==> src/logic/fc_consts.svh <==
`ifndef FC_CONSTS_SVH
`define FC_CONSTS_SVH

// stream word layout
`define FC_LANES 4
`define FC_LANE_W 8
`define FC_WORD_W 32

// accumulator and reduced result width
`define FC_ACC_W 16

// feature memory
`define FC_DEPTH 64
`define FC_ADDR_W 6

// register stages in the partial-product multiplier
`define FC_MUL_LAT 8

`endif

==> src/logic/fc_pkg.sv <==
`include "fc_consts.svh"

package fc_pkg;

  // one signed int8 operand
  typedef logic signed [`FC_LANE_W-1:0] lane_t;

  // stream word, raw for the SRAM or split per lane (lane 0 in the low byte)
  typedef union packed {
    logic [`FC_WORD_W-1:0]       raw;
    lane_t [`FC_LANES-1:0]       lane;
  } fc_word_u;

  typedef struct packed {
    logic     is_weight;  // 0 feature word, 1 weight word
    logic     last;       // closes the vector or the row
    fc_word_u word;
  } in_beat_t;

  // one lane pair for a multiply-accumulate element
  typedef struct packed {
    logic  valid;
    logic  first;  // clears the accumulator
    logic  last;
    lane_t feat;
    lane_t wgt;
  } pe_in_t;

  typedef logic signed [`FC_ACC_W-1:0] acc_t;

  typedef struct packed {
    acc_t sum;
    logic ovf;
  } fc_result_t;

endpackage

==> src/logic/cla_adder16.sv <==
`timescale 1ns/10ps
`include "fc_consts.svh"

module cla_adder16 (
  input  logic [`FC_ACC_W-1:0] a,
  input  logic [`FC_ACC_W-1:0] b,
  output logic [`FC_ACC_W-1:0] sum,
  output logic                 ovf
);

  localparam int NG = `FC_ACC_W / 4;  // number of 4-bit groups

  logic [`FC_ACC_W-1:0] p;   // bit propagate
  logic [`FC_ACC_W-1:0] g;   // bit generate
  logic [`FC_ACC_W-1:0] c;   // carry into each bit
  logic [NG-1:0]        gp;  // group propagate
  logic [NG-1:0]        gg;  // group generate
  logic [NG:0]          gc;  // carry into each group, gc[NG] is the carry out

  assign p = a ^ b;
  assign g = a & b;

  //////////////////////////////////////////////////////////////////////
  // 4-bit lookahead groups
  //////////////////////////////////////////////////////////////////////

  for (genvar k = 0; k < NG; k++) begin : g_grp
    localparam int LO = 4 * k;

    assign gp[k] = &p[LO+3:LO];
    assign gg[k] = g[LO+3]
                 | (p[LO+3] & g[LO+2])
                 | (p[LO+3] & p[LO+2] & g[LO+1])
                 | (p[LO+3] & p[LO+2] & p[LO+1] & g[LO]);

    // bit carries inside the group, all from the group carry-in
    assign c[LO]   = gc[k];
    assign c[LO+1] = g[LO] | (p[LO] & gc[k]);
    assign c[LO+2] = g[LO+1]
                   | (p[LO+1] & g[LO])
                   | (p[LO+1] & p[LO] & gc[k]);
    assign c[LO+3] = g[LO+2]
                   | (p[LO+2] & g[LO+1])
                   | (p[LO+2] & p[LO+1] & g[LO])
                   | (p[LO+2] & p[LO+1] & p[LO] & gc[k]);
  end

  //////////////////////////////////////////////////////////////////////
  // group carry generator
  //////////////////////////////////////////////////////////////////////

  assign gc[0] = 1'b0;  // add only

  for (genvar k = 0; k < NG; k++) begin : g_clg
    assign gc[k+1] = gg[k] | (gp[k] & gc[k]);
  end

  assign sum = p ^ c;

  // signed wrap when carry into and out of the sign bit differ
  assign ovf = c[`FC_ACC_W-1] ^ gc[NG];

endmodule

==> src/logic/pe_mac.sv <==
`timescale 1ns/10ps
`include "fc_consts.svh"

module pe_mac (
  input  logic           clk,
  input  logic           rstn,
  input  fc_pkg::pe_in_t pe_in,
  output fc_pkg::acc_t   acc,
  output logic           ovf,
  output logic           done
);

  import fc_pkg::*;

  localparam int LAT = `FC_MUL_LAT;

  logic [7:0]     a_mag, b_mag;
  logic [7:0]     pp [8];          // partial products of the magnitudes
  logic [7:0]     pp_r [8];
  logic [LAT-2:0] sign_p;          // product sign, stages 1 to 7
  logic [LAT-1:0] vld_p, first_p, last_p;
  logic [5:0]     lsb2 [4];
  logic [5:0]     lsb2_r [4];
  logic [2:0]     hi2a_r [4];
  logic [3:0]     hi2b_r [4];
  logic [4:0]     hi3 [4];
  logic [9:0]     sum3_r [4];
  logic [7:0]     lsb4 [2];
  logic [7:0]     lsb4_r [2];
  logic [2:0]     hi4a_r [2];
  logic [4:0]     hi4b_r [2];
  logic [4:0]     hi5 [2];
  logic [11:0]    sum5_r [2];
  logic [9:0]     lsb6, lsb6_r;
  logic [2:0]     hi6a_r;
  logic [6:0]     hi6b_r, hi7;
  logic [15:0]    mag_r;           // unsigned product
  acc_t           prod_r, acc_base, acc_nx;
  logic           add_ovf;

  // magnitudes, -128 maps to 8'h80
  assign a_mag = pe_in.feat[7] ? -pe_in.feat : pe_in.feat;
  assign b_mag = pe_in.wgt[7] ? -pe_in.wgt : pe_in.wgt;

  //////////////////////////////////////////////////////////////////////
  // split adder tree, low bits in one stage and high bits in the next
  //////////////////////////////////////////////////////////////////////

  always_comb begin
    for (int i = 0; i < 8; i++) begin
      pp[i] = b_mag[i] ? a_mag : 8'h00;
    end
    for (int j = 0; j < 4; j++) begin
      lsb2[j] = {1'b0, pp_r[2*j][4:0]} + {1'b0, pp_r[2*j+1][3:0], 1'b0};
      hi3[j]  = {2'b00, hi2a_r[j]} + {1'b0, hi2b_r[j]} + {4'b0000, lsb2_r[j][5]};
    end
    for (int k = 0; k < 2; k++) begin
      lsb4[k] = {1'b0, sum3_r[2*k][6:0]} + {1'b0, sum3_r[2*k+1][4:0], 2'b00};
      hi5[k]  = {2'b00, hi4a_r[k]} + hi4b_r[k] + {4'b0000, lsb4_r[k][7]};
    end
    lsb6 = {1'b0, sum5_r[0][8:0]} + {1'b0, sum5_r[1][4:0], 4'h0};
    hi7  = {4'h0, hi6a_r} + hi6b_r + {6'd0, lsb6_r[9]};
  end

  // stages run every cycle, valid rides alongside
  always_ff @(posedge clk) begin
    for (int i = 0; i < 8; i++) begin
      pp_r[i] <= pp[i];                                   // stage 1
    end
    sign_p <= {sign_p[LAT-3:0], pe_in.feat[7] ^ pe_in.wgt[7]};
    for (int j = 0; j < 4; j++) begin
      lsb2_r[j] <= lsb2[j];                               // stage 2
      hi2a_r[j] <= pp_r[2*j][7:5];
      hi2b_r[j] <= pp_r[2*j+1][7:4];
      sum3_r[j] <= {hi3[j], lsb2_r[j][4:0]};              // stage 3
    end
    for (int k = 0; k < 2; k++) begin
      lsb4_r[k] <= lsb4[k];                               // stage 4
      hi4a_r[k] <= sum3_r[2*k][9:7];
      hi4b_r[k] <= sum3_r[2*k+1][9:5];
      sum5_r[k] <= {hi5[k], lsb4_r[k][6:0]};              // stage 5
    end
    lsb6_r <= lsb6;                                       // stage 6
    hi6a_r <= sum5_r[0][11:9];
    hi6b_r <= sum5_r[1][11:5];
    mag_r  <= {hi7, lsb6_r[8:0]};                         // stage 7
    prod_r <= sign_p[LAT-2] ? -mag_r : mag_r;             // stage 8
  end

  //////////////////////////////////////////////////////////////////////
  // accumulate
  //////////////////////////////////////////////////////////////////////

  assign acc_base = first_p[LAT-1] ? '0 : acc;  // new row starts from zero

  cla_adder16 u_acc_add (
    .a   (prod_r),
    .b   (acc_base),
    .sum (acc_nx),
    .ovf (add_ovf)
  );

  always_ff @(posedge clk) begin
    if (vld_p[LAT-1]) begin
      acc <= acc_nx;
      ovf <= add_ovf | (ovf & ~first_p[LAT-1]);  // sticky over the row
    end
  end

  always_ff @(posedge clk) begin
    if (!rstn) begin
      vld_p   <= '0;
      first_p <= '0;
      last_p  <= '0;
      done    <= 1'b0;
    end else begin
      vld_p   <= {vld_p[LAT-2:0], pe_in.valid};
      first_p <= {first_p[LAT-2:0], pe_in.first};
      last_p  <= {last_p[LAT-2:0], pe_in.last};
      done    <= vld_p[LAT-1] & last_p[LAT-1];
    end
  end

endmodule

==> src/logic/feature_sram.sv <==
`timescale 1ns/10ps
`include "fc_consts.svh"

module feature_sram #(
  parameter int DEPTH = `FC_DEPTH,
  parameter int AW    = `FC_ADDR_W
) (
  input  logic                  clk,
  input  logic                  we,
  input  logic                  re,
  input  logic [AW-1:0]         addr,
  input  logic [`FC_WORD_W-1:0] wdata,
  output fc_pkg::fc_word_u      rdata
);

  logic [`FC_WORD_W-1:0] mem [DEPTH];

  always_ff @(posedge clk) begin
    if (we) begin
      mem[addr] <= wdata;
    end
    if (re) begin
      rdata.raw <= mem[addr];  // data back one cycle after the read
    end
  end

  // one port, so loads and weight reads must not collide
  a_one_port: assert property (@(posedge clk) !(we && re))
    else $error("feature_sram write and read in the same cycle");

endmodule

==> src/logic/dot_ctrl.sv <==
`timescale 1ns/10ps
`include "fc_consts.svh"

module dot_ctrl (
  input  logic                  clk,
  input  logic                  rstn,
  input  logic                  in_stb,
  input  fc_pkg::in_beat_t      in_beat,
  output logic                  feat_done,
  output logic                  sram_we,
  output logic                  sram_re,
  output logic [`FC_ADDR_W-1:0] sram_addr,
  output logic [`FC_WORD_W-1:0] sram_wdata,
  input  fc_pkg::fc_word_u      sram_rdata,
  output fc_pkg::pe_in_t        pe_in [`FC_LANES]
);

  import fc_pkg::*;

  localparam int LW = `FC_ADDR_W + 1;  // holds a full count of DEPTH

  logic                  feat_beat, wgt_beat;
  logic [`FC_ADDR_W-1:0] wr_idx;    // next feature slot
  logic [`FC_ADDR_W-1:0] w_idx;     // weight index in the current row
  logic [LW-1:0]         feat_len;  // words in the stored vector
  logic [LW-1:0]         w_cnt;
  fc_word_u              wgt_q;     // weight word waiting for rdata
  logic                  vld_q, first_q, last_q;

  assign feat_beat = in_stb & ~in_beat.is_weight;
  assign wgt_beat  = in_stb & in_beat.is_weight;
  assign w_cnt     = {1'b0, w_idx} + LW'(1);

  assign sram_we    = feat_beat;
  assign sram_re    = wgt_beat;
  assign sram_addr  = feat_beat ? wr_idx : w_idx;
  assign sram_wdata = in_beat.word.raw;

  //////////////////////////////////////////////////////////////////////
  // indices and issue
  //////////////////////////////////////////////////////////////////////

  always_ff @(posedge clk) begin
    if (!rstn) begin
      wr_idx    <= '0;
      w_idx     <= '0;
      feat_len  <= '0;
      feat_done <= 1'b0;
      vld_q     <= 1'b0;
      first_q   <= 1'b0;
      last_q    <= 1'b0;
    end else begin
      feat_done <= feat_beat & in_beat.last;
      vld_q     <= wgt_beat;
      if (feat_beat) begin
        if (in_beat.last) begin
          wr_idx   <= '0;
          feat_len <= {1'b0, wr_idx} + LW'(1);  // latch length on the last word
        end else begin
          wr_idx <= wr_idx + 1'b1;
        end
      end
      if (wgt_beat) begin
        first_q <= (w_idx == '0);
        last_q  <= in_beat.last;
        w_idx   <= in_beat.last ? '0 : w_idx + 1'b1;
      end
    end
  end

  always_ff @(posedge clk) begin
    if (wgt_beat) begin
      wgt_q <= in_beat.word;  // lines up with the registered read
    end
  end

  always_comb begin
    for (int i = 0; i < `FC_LANES; i++) begin
      pe_in[i].valid = vld_q;
      pe_in[i].first = first_q;
      pe_in[i].last  = last_q;
      pe_in[i].feat  = sram_rdata.lane[i];
      pe_in[i].wgt   = wgt_q.lane[i];
    end
  end

  // a row closes exactly at the stored feature count
  a_row_len: assert property (@(posedge clk) disable iff (!rstn)
    wgt_beat |-> (in_beat.last == (w_cnt == feat_len)))
    else $error("weight row length differs from feature length");

endmodule

==> src/logic/lane_reduce.sv <==
`timescale 1ns/10ps
`include "fc_consts.svh"

module lane_reduce (
  input  logic                 clk,
  input  logic                 rstn,
  input  fc_pkg::acc_t         acc [`FC_LANES],
  input  logic [`FC_LANES-1:0] ovf,
  input  logic                 done,
  output logic                 res_stb,
  output fc_pkg::fc_result_t   res
);

  import fc_pkg::*;

  acc_t sum_lo, sum_hi, sum_all;
  logic ovf_lo, ovf_hi, ovf_all;

  //////////////////////////////////////////////////////////////////////
  // two-level adder tree
  //////////////////////////////////////////////////////////////////////

  cla_adder16 u_add_lo (
    .a   (acc[0]),
    .b   (acc[1]),
    .sum (sum_lo),
    .ovf (ovf_lo)
  );

  cla_adder16 u_add_hi (
    .a   (acc[2]),
    .b   (acc[3]),
    .sum (sum_hi),
    .ovf (ovf_hi)
  );

  cla_adder16 u_add_all (
    .a   (sum_lo),
    .b   (sum_hi),
    .sum (sum_all),
    .ovf (ovf_all)
  );

  always_ff @(posedge clk) begin
    if (!rstn) begin
      res_stb <= 1'b0;
    end else begin
      res_stb <= done;
    end
  end

  always_ff @(posedge clk) begin
    if (done) begin
      res.sum <= sum_all;
      res.ovf <= (|ovf) | ovf_lo | ovf_hi | ovf_all;  // any lane or tree wrap
    end
  end

endmodule

==> src/logic/fc_dot_top.sv <==
`timescale 1ns/10ps
`include "fc_consts.svh"

module fc_dot_top (
  input  logic               clk,
  input  logic               rstn,
  input  logic               in_stb,
  input  fc_pkg::in_beat_t   in_beat,
  output logic               feat_done,
  output logic               res_stb,
  output fc_pkg::fc_result_t res
);

  import fc_pkg::*;

  logic                  sram_we, sram_re;
  logic [`FC_ADDR_W-1:0] sram_addr;
  logic [`FC_WORD_W-1:0] sram_wdata;
  fc_word_u              sram_rdata;
  pe_in_t                pe_in [`FC_LANES];
  acc_t                  lane_acc [`FC_LANES];
  logic [`FC_LANES-1:0]  lane_ovf;
  logic                  lane_done;  // from lane 0 only

  dot_ctrl u_ctrl (
    .clk        (clk),
    .rstn       (rstn),
    .in_stb     (in_stb),
    .in_beat    (in_beat),
    .feat_done  (feat_done),
    .sram_we    (sram_we),
    .sram_re    (sram_re),
    .sram_addr  (sram_addr),
    .sram_wdata (sram_wdata),
    .sram_rdata (sram_rdata),
    .pe_in      (pe_in)
  );

  feature_sram #(.DEPTH(`FC_DEPTH), .AW(`FC_ADDR_W)) u_sram (
    .clk   (clk),
    .we    (sram_we),
    .re    (sram_re),
    .addr  (sram_addr),
    .wdata (sram_wdata),
    .rdata (sram_rdata)
  );

  for (genvar l = 0; l < `FC_LANES; l++) begin : g_pe
    if (l == 0) begin : g_lead
      pe_mac u_pe (
        .clk   (clk),
        .rstn  (rstn),
        .pe_in (pe_in[l]),
        .acc   (lane_acc[l]),
        .ovf   (lane_ovf[l]),
        .done  (lane_done)
      );
    end else begin : g_follow
      pe_mac u_pe (
        .clk   (clk),
        .rstn  (rstn),
        .pe_in (pe_in[l]),
        .acc   (lane_acc[l]),
        .ovf   (lane_ovf[l]),
        .done  ()           // same cycle as lane 0
      );
    end
  end

  lane_reduce u_reduce (
    .clk     (clk),
    .rstn    (rstn),
    .acc     (lane_acc),
    .ovf     (lane_ovf),
    .done    (lane_done),  // lanes finish together
    .res_stb (res_stb),
    .res     (res)
  );

endmodule

==> config.mk <==
export PLATFORM = sky130hd
export DESIGN_NAME = fc_dot_top
export DESIGN_NICKNAME = d
export VERILOG_FILES = /design/src/logic/fc_pkg.sv /design/src/logic/cla_adder16.sv /design/src/logic/pe_mac.sv /design/src/logic/feature_sram.sv /design/src/logic/dot_ctrl.sv /design/src/logic/lane_reduce.sv /design/src/logic/fc_dot_top.sv
export VERILOG_INCLUDE_DIRS = /design/src /design/src/logic
export SDC_FILE = /design/constraint.sdc
export NUM_CORES = 2
export LEC_CHECK = 0
export BUFFER_PORTS_ARGS = -buffer_cell sky130_fd_sc_hd__buf_2
export CORE_AREA = 2 2 506 508
export DETAILED_ROUTE_END_ITERATION = 6
export DIE_AREA = 0 0 508 510
export PLACE_DENSITY_LB_ADDON = 0.05
export REMOVE_ABC_BUFFERS = 1
export SLEW_MARGIN = 20
export SYNTH_ARGS = -nofsm -noshare
export SYNTH_HDL_FRONTEND = slang
export SYNTH_SLANG_ARGS = --single-unit
==> constraint.sdc <==
create_clock -name clk -period 7.2 [get_ports clk]
set_input_delay 2.16 -clock clk [delete_from_list [all_inputs] [get_ports clk]]
set_output_delay 2.16 -clock clk [all_outputs]
set_load 0.01 [all_outputs]
==> flow_metrics.py <==
metrics = {
    "clocking": {
        "clk_pin_slew_ps": 60,
        "post-cts-setup-buffers": 0,
        "insertion_delay_ps": 970,
        "clock_sinks": 3323,
        "cts_tree": "done",
        "cts_max_path_buffers": 4,
        "cts_buffers": 353,
        "hold_buffers": 0,
        "cts_resized": 0,
        "cts-htree-levels": 5,
        "root_buffer": "clkbuf_16",
    },
    "global_route": {
        "grt_pass1_vias": 66900,
        "antenna_found_initial": 15,
        "grt_max_degree": 82,
        "globalRouteOverflowTotal": 0,
        "grt_use_met3": 0.0529,
        "grt_usage": 0.268,
        "grt_pass1_wl_um": 493000,
        "grt.met2_usage": 0.439,
        "top_usage_layer": "met2",
        "met1_usage": 0.347,
    },
    "power_and_ir_drop": {
        "p_total_w": 0.0433,
        "p_per_area_nw_per_um2": 318,
        "peakVddDrop_v": 0.000282,
        "power.leakage_nw": 48.6,
    },
    "min_path": {
        "hp-class": "flip-flop to flip-flop",
    },
    "run_status": {
        "status": "completed",
    },
    "sta": {
        "finalSetupViolations": 0,
        "rsz0062_at_grt": "false",
        "drv_slew": 0,
        "fmax_mhz": 180,
        "hold_viol": 0,
        "tightest_slew_ps": 1320,
        "relSlewSlack": 0.118,
        "min_period_over_period": 0.771,
        "finClkSkew_ps": 57.1,
        "final.min_clock_period_ps": 5550,
    },
    "place": {
        "dp_cells": 11021,
        "port_buffers": 55,
        "hpwlAfterDp_um": 205000,
        "place_congestion": 0.880,
        "placed_cell_area_um2": 125000,
    },
    "yosys": {
        "syn_inst": 7636,
        "synthDistinctLibCells": 71,
        "yosys_most_used_dff": "edfxtp_1",
        "yosysSeqAreaShare": 0.745,
        "async_flop_share": 0,
        "yosys_warnings": 0,
        "syn_area_per_cell_um2": 15.6,
        "yosys_register_bits": 3323,
        "synth-edff-count": 2197,
        "syn_area_um2": 119000,
    },
    "floorplan": {
        "dieArea_um2": 259000,
        "die_w_um": 508,
        "core_um2": 253000,
        "num_rows": 185,
        "die_h_um": 510,
        "start_util": 0.469,
        "io-pin-count": 56,
    },
    "route": {
        "drt_wl_total_um": 350000,
        "via_count": 67712,
        "drc": 0,
        "drt_pre_antenna_iters": 6,
        "wl_per_cell_um": 30.1,
        "viasPerCell": 5.82,
        "drt_iter0_markers": 8007,
        "ant_nets": 0,
    },
    "cells_and_area": {
        "multi_input_area_um2": 28400,
        "fill_cells": 20488,
        "num-nets-final": 8466,
        "layout.cells.non_filler": 11643,
        "final-seq-area_um2": 88500,
        "area_delta_synth_final_pct": 14.7,
        "drive_gt1_frac": 0.119,
        "postLayoutCellArea_um2": 136000,
    },
    "worst_setup_path": {
        "worst-path-max-fanout": 20,
        "crit_arrival_ps": 6190,
        "critPathLaunchType": "primary input",
        "startpoint": "in_beat[33]",
        "cp.required_ps": 7840,
        "reg2reg_to": "u_reduce.res[13]",
        "r2r_setup_slack_ps": 2770,
        "end_kind": "flip-flop",
        "timing.rr.start": "g_pe[3].g_follow.u_pe.acc[1]",
        "crit_type": "primary input to flip-flop",
        "ff2ff_path_depth": 13,
        "endpoint": "u_sram.rdata[29]",
    },
    "run": {
        "maxCapViolCount": 0,
    },
}
-- stage by stage --
stage	hold slack [ps]	setup WS, ps	utilization	TNS (ps)
2_1_floorplan	310	-8170	-	-3917180
3_3_place_gp	310	590	0.494	0
3_5_place_dp	312	775	0.494	0
4_1_cts	284	1790	0.538	0
5_1_grt	290	1670	0.538	0
6_report	296	1650	0.538	0
-- cell usage after synthesis, drive strengths merged, types with 106 or more instances --
cell type	instances	area, µm²
edfxtp	2197	66000
dfxtp	1126	22500
a22oi	664	4980
nor2	382	1440
inv	327	1230
ha	307	3840
nand2	292	1100
a21oi	229	1150
xnor2	204	1790
clkbuf	153	574
buf	143	724
mux2i	143	1430
nor2b	122	763
xor2	120	1050
fa	112	2240
a21o	106	796
-- logic make-up after synthesis --
logic type	Yosys count	synth area share
adder cells (fa/ha/maj)	419	0.0512
AO/OA/AOI/OAI	1530	0.0917
flip-flops	3323	0.745
buffers and inverters	631	0.0215
XOR/XNOR	324	0.0239
multiplexers	192	0.0169
AND/OR/NAND/NOR	1217	0.0498
-- state kept, by name, summed over array words and instances, names as in the netlist, 36 cells and up --
| signal | count |
|---|---|
| g_pe.g_follow.u_pe.lsb2_r | 72 |
| g_pe.g_follow.u_pe.prod_r | 48 |
| g_pe.g_lead.u_pe.pp_r | 64 |
| g_pe.g_follow.u_pe.sum5_r | 72 |
| g_pe.g_follow.u_pe.hi2a_r | 36 |
| u_sram.mem | 2048 |
| g_pe.g_follow.u_pe.sum3_r | 120 |
| g_pe.g_follow.u_pe.mag_r | 48 |
| g_pe.g_follow.u_pe.pp_r | 192 |
| g_pe.g_follow.u_pe.hi2b_r | 48 |
| g_pe.g_lead.u_pe.sum3_r | 40 |
| g_pe.g_follow.u_pe.lsb4_r | 48 |
| g_pe.g_follow.u_pe.acc | 48 |
-- final cells by class --
type | instances | share of cell area
diodes | 12 | 0.000220
clock buffers | 464 | 0.0727
clock inverters | 146 | 0.00794
inverters | 335 | 0.00924
multi-input cells | 3682 | 0.208
flip-flops and latches | 3323 | 0.649
well taps | 3366 | 0.0309
repair buffers | 315 | 0.0213
-- routing by layer --
layer | wire, µm | up-vias
met5 | 22 | -
met4 | 16900 | 4
met3 | 30000 | 691
met2 | 166000 | 3179
met1 | 137000 | 34255
li1 | - | 29583
-- power breakdown --
part	switching [W]	internal (W)
registers	0.000619	0.0218
clock network	0.00718	0.0101
logic	0.00205	0.00152
total	0.00985	0.0334
-- worst min-delay path by stage --
stage	startpoint	end	slack [ps]	depth (start not counted)
after floorplan	g_pe[0].g_lead.u_pe.pp_r[0][5]	g_pe[0].g_lead.u_pe.hi2a_r[0][0]	310	0
after global placement	g_pe[3].g_follow.u_pe.pp_r[0][21]	g_pe[3].g_follow.u_pe.hi2a_r[1][0]	310	0
after detailed placement	g_pe[0].g_lead.u_pe.sum3_r[1][5]	g_pe[0].g_lead.u_pe.hi4b_r[0][0]	310	0
after CTS	g_pe[1].g_follow.u_pe.lsb2_r[3][3]	g_pe[1].g_follow.u_pe.sum3_r[3][3]	280	0
after global routing	g_pe[1].g_follow.u_pe.pp_r[1][28]	g_pe[1].g_follow.u_pe.hi2b_r[3][0]	290	0
final	g_pe[1].g_follow.u_pe.pp_r[1][28]	g_pe[1].g_follow.u_pe.hi2b_r[3][0]	300	0
-- placed cells by master, fill, tap and decap left out, types with 69 or more instances in the layout --
cell / netlist / routed
nor2_1: 378 / 320
inv_1: 326 / 326
edfxtp_1: 2197 / 2197
buf_4: 2 / 210
o21ai_0: 92 / 92
xor2_1: 120 / 119
dfxtp_1: 1126 / 1124
a21oi_1: 229 / 228
mux2i_1: 143 / 141
ha_1: 307 / 307
xnor2_1: 204 / 203
a21o_1: 106 / 106
nor2b_1: 122 / 122
and3_1: 104 / 104
a31oi_1: 102 / 101
clkbuf_16: 0 / 366
a41oi_1: 69 / 69
a22oi_1: 664 / 664
nand2_1: 292 / 289
fa_1: 112 / 112
-- worst max-delay path, stage by stage --
cell,delay [ps]
buf_2,210
nand2b_2,450
buf_4,420
nor3b_1,110
a31oi_2,690
nand2b_2,650
buf_4,390
a41oi_1,100
nor4_1,790
nand4_1,170
No activity file was read; power rests on OpenSTA's default activity.
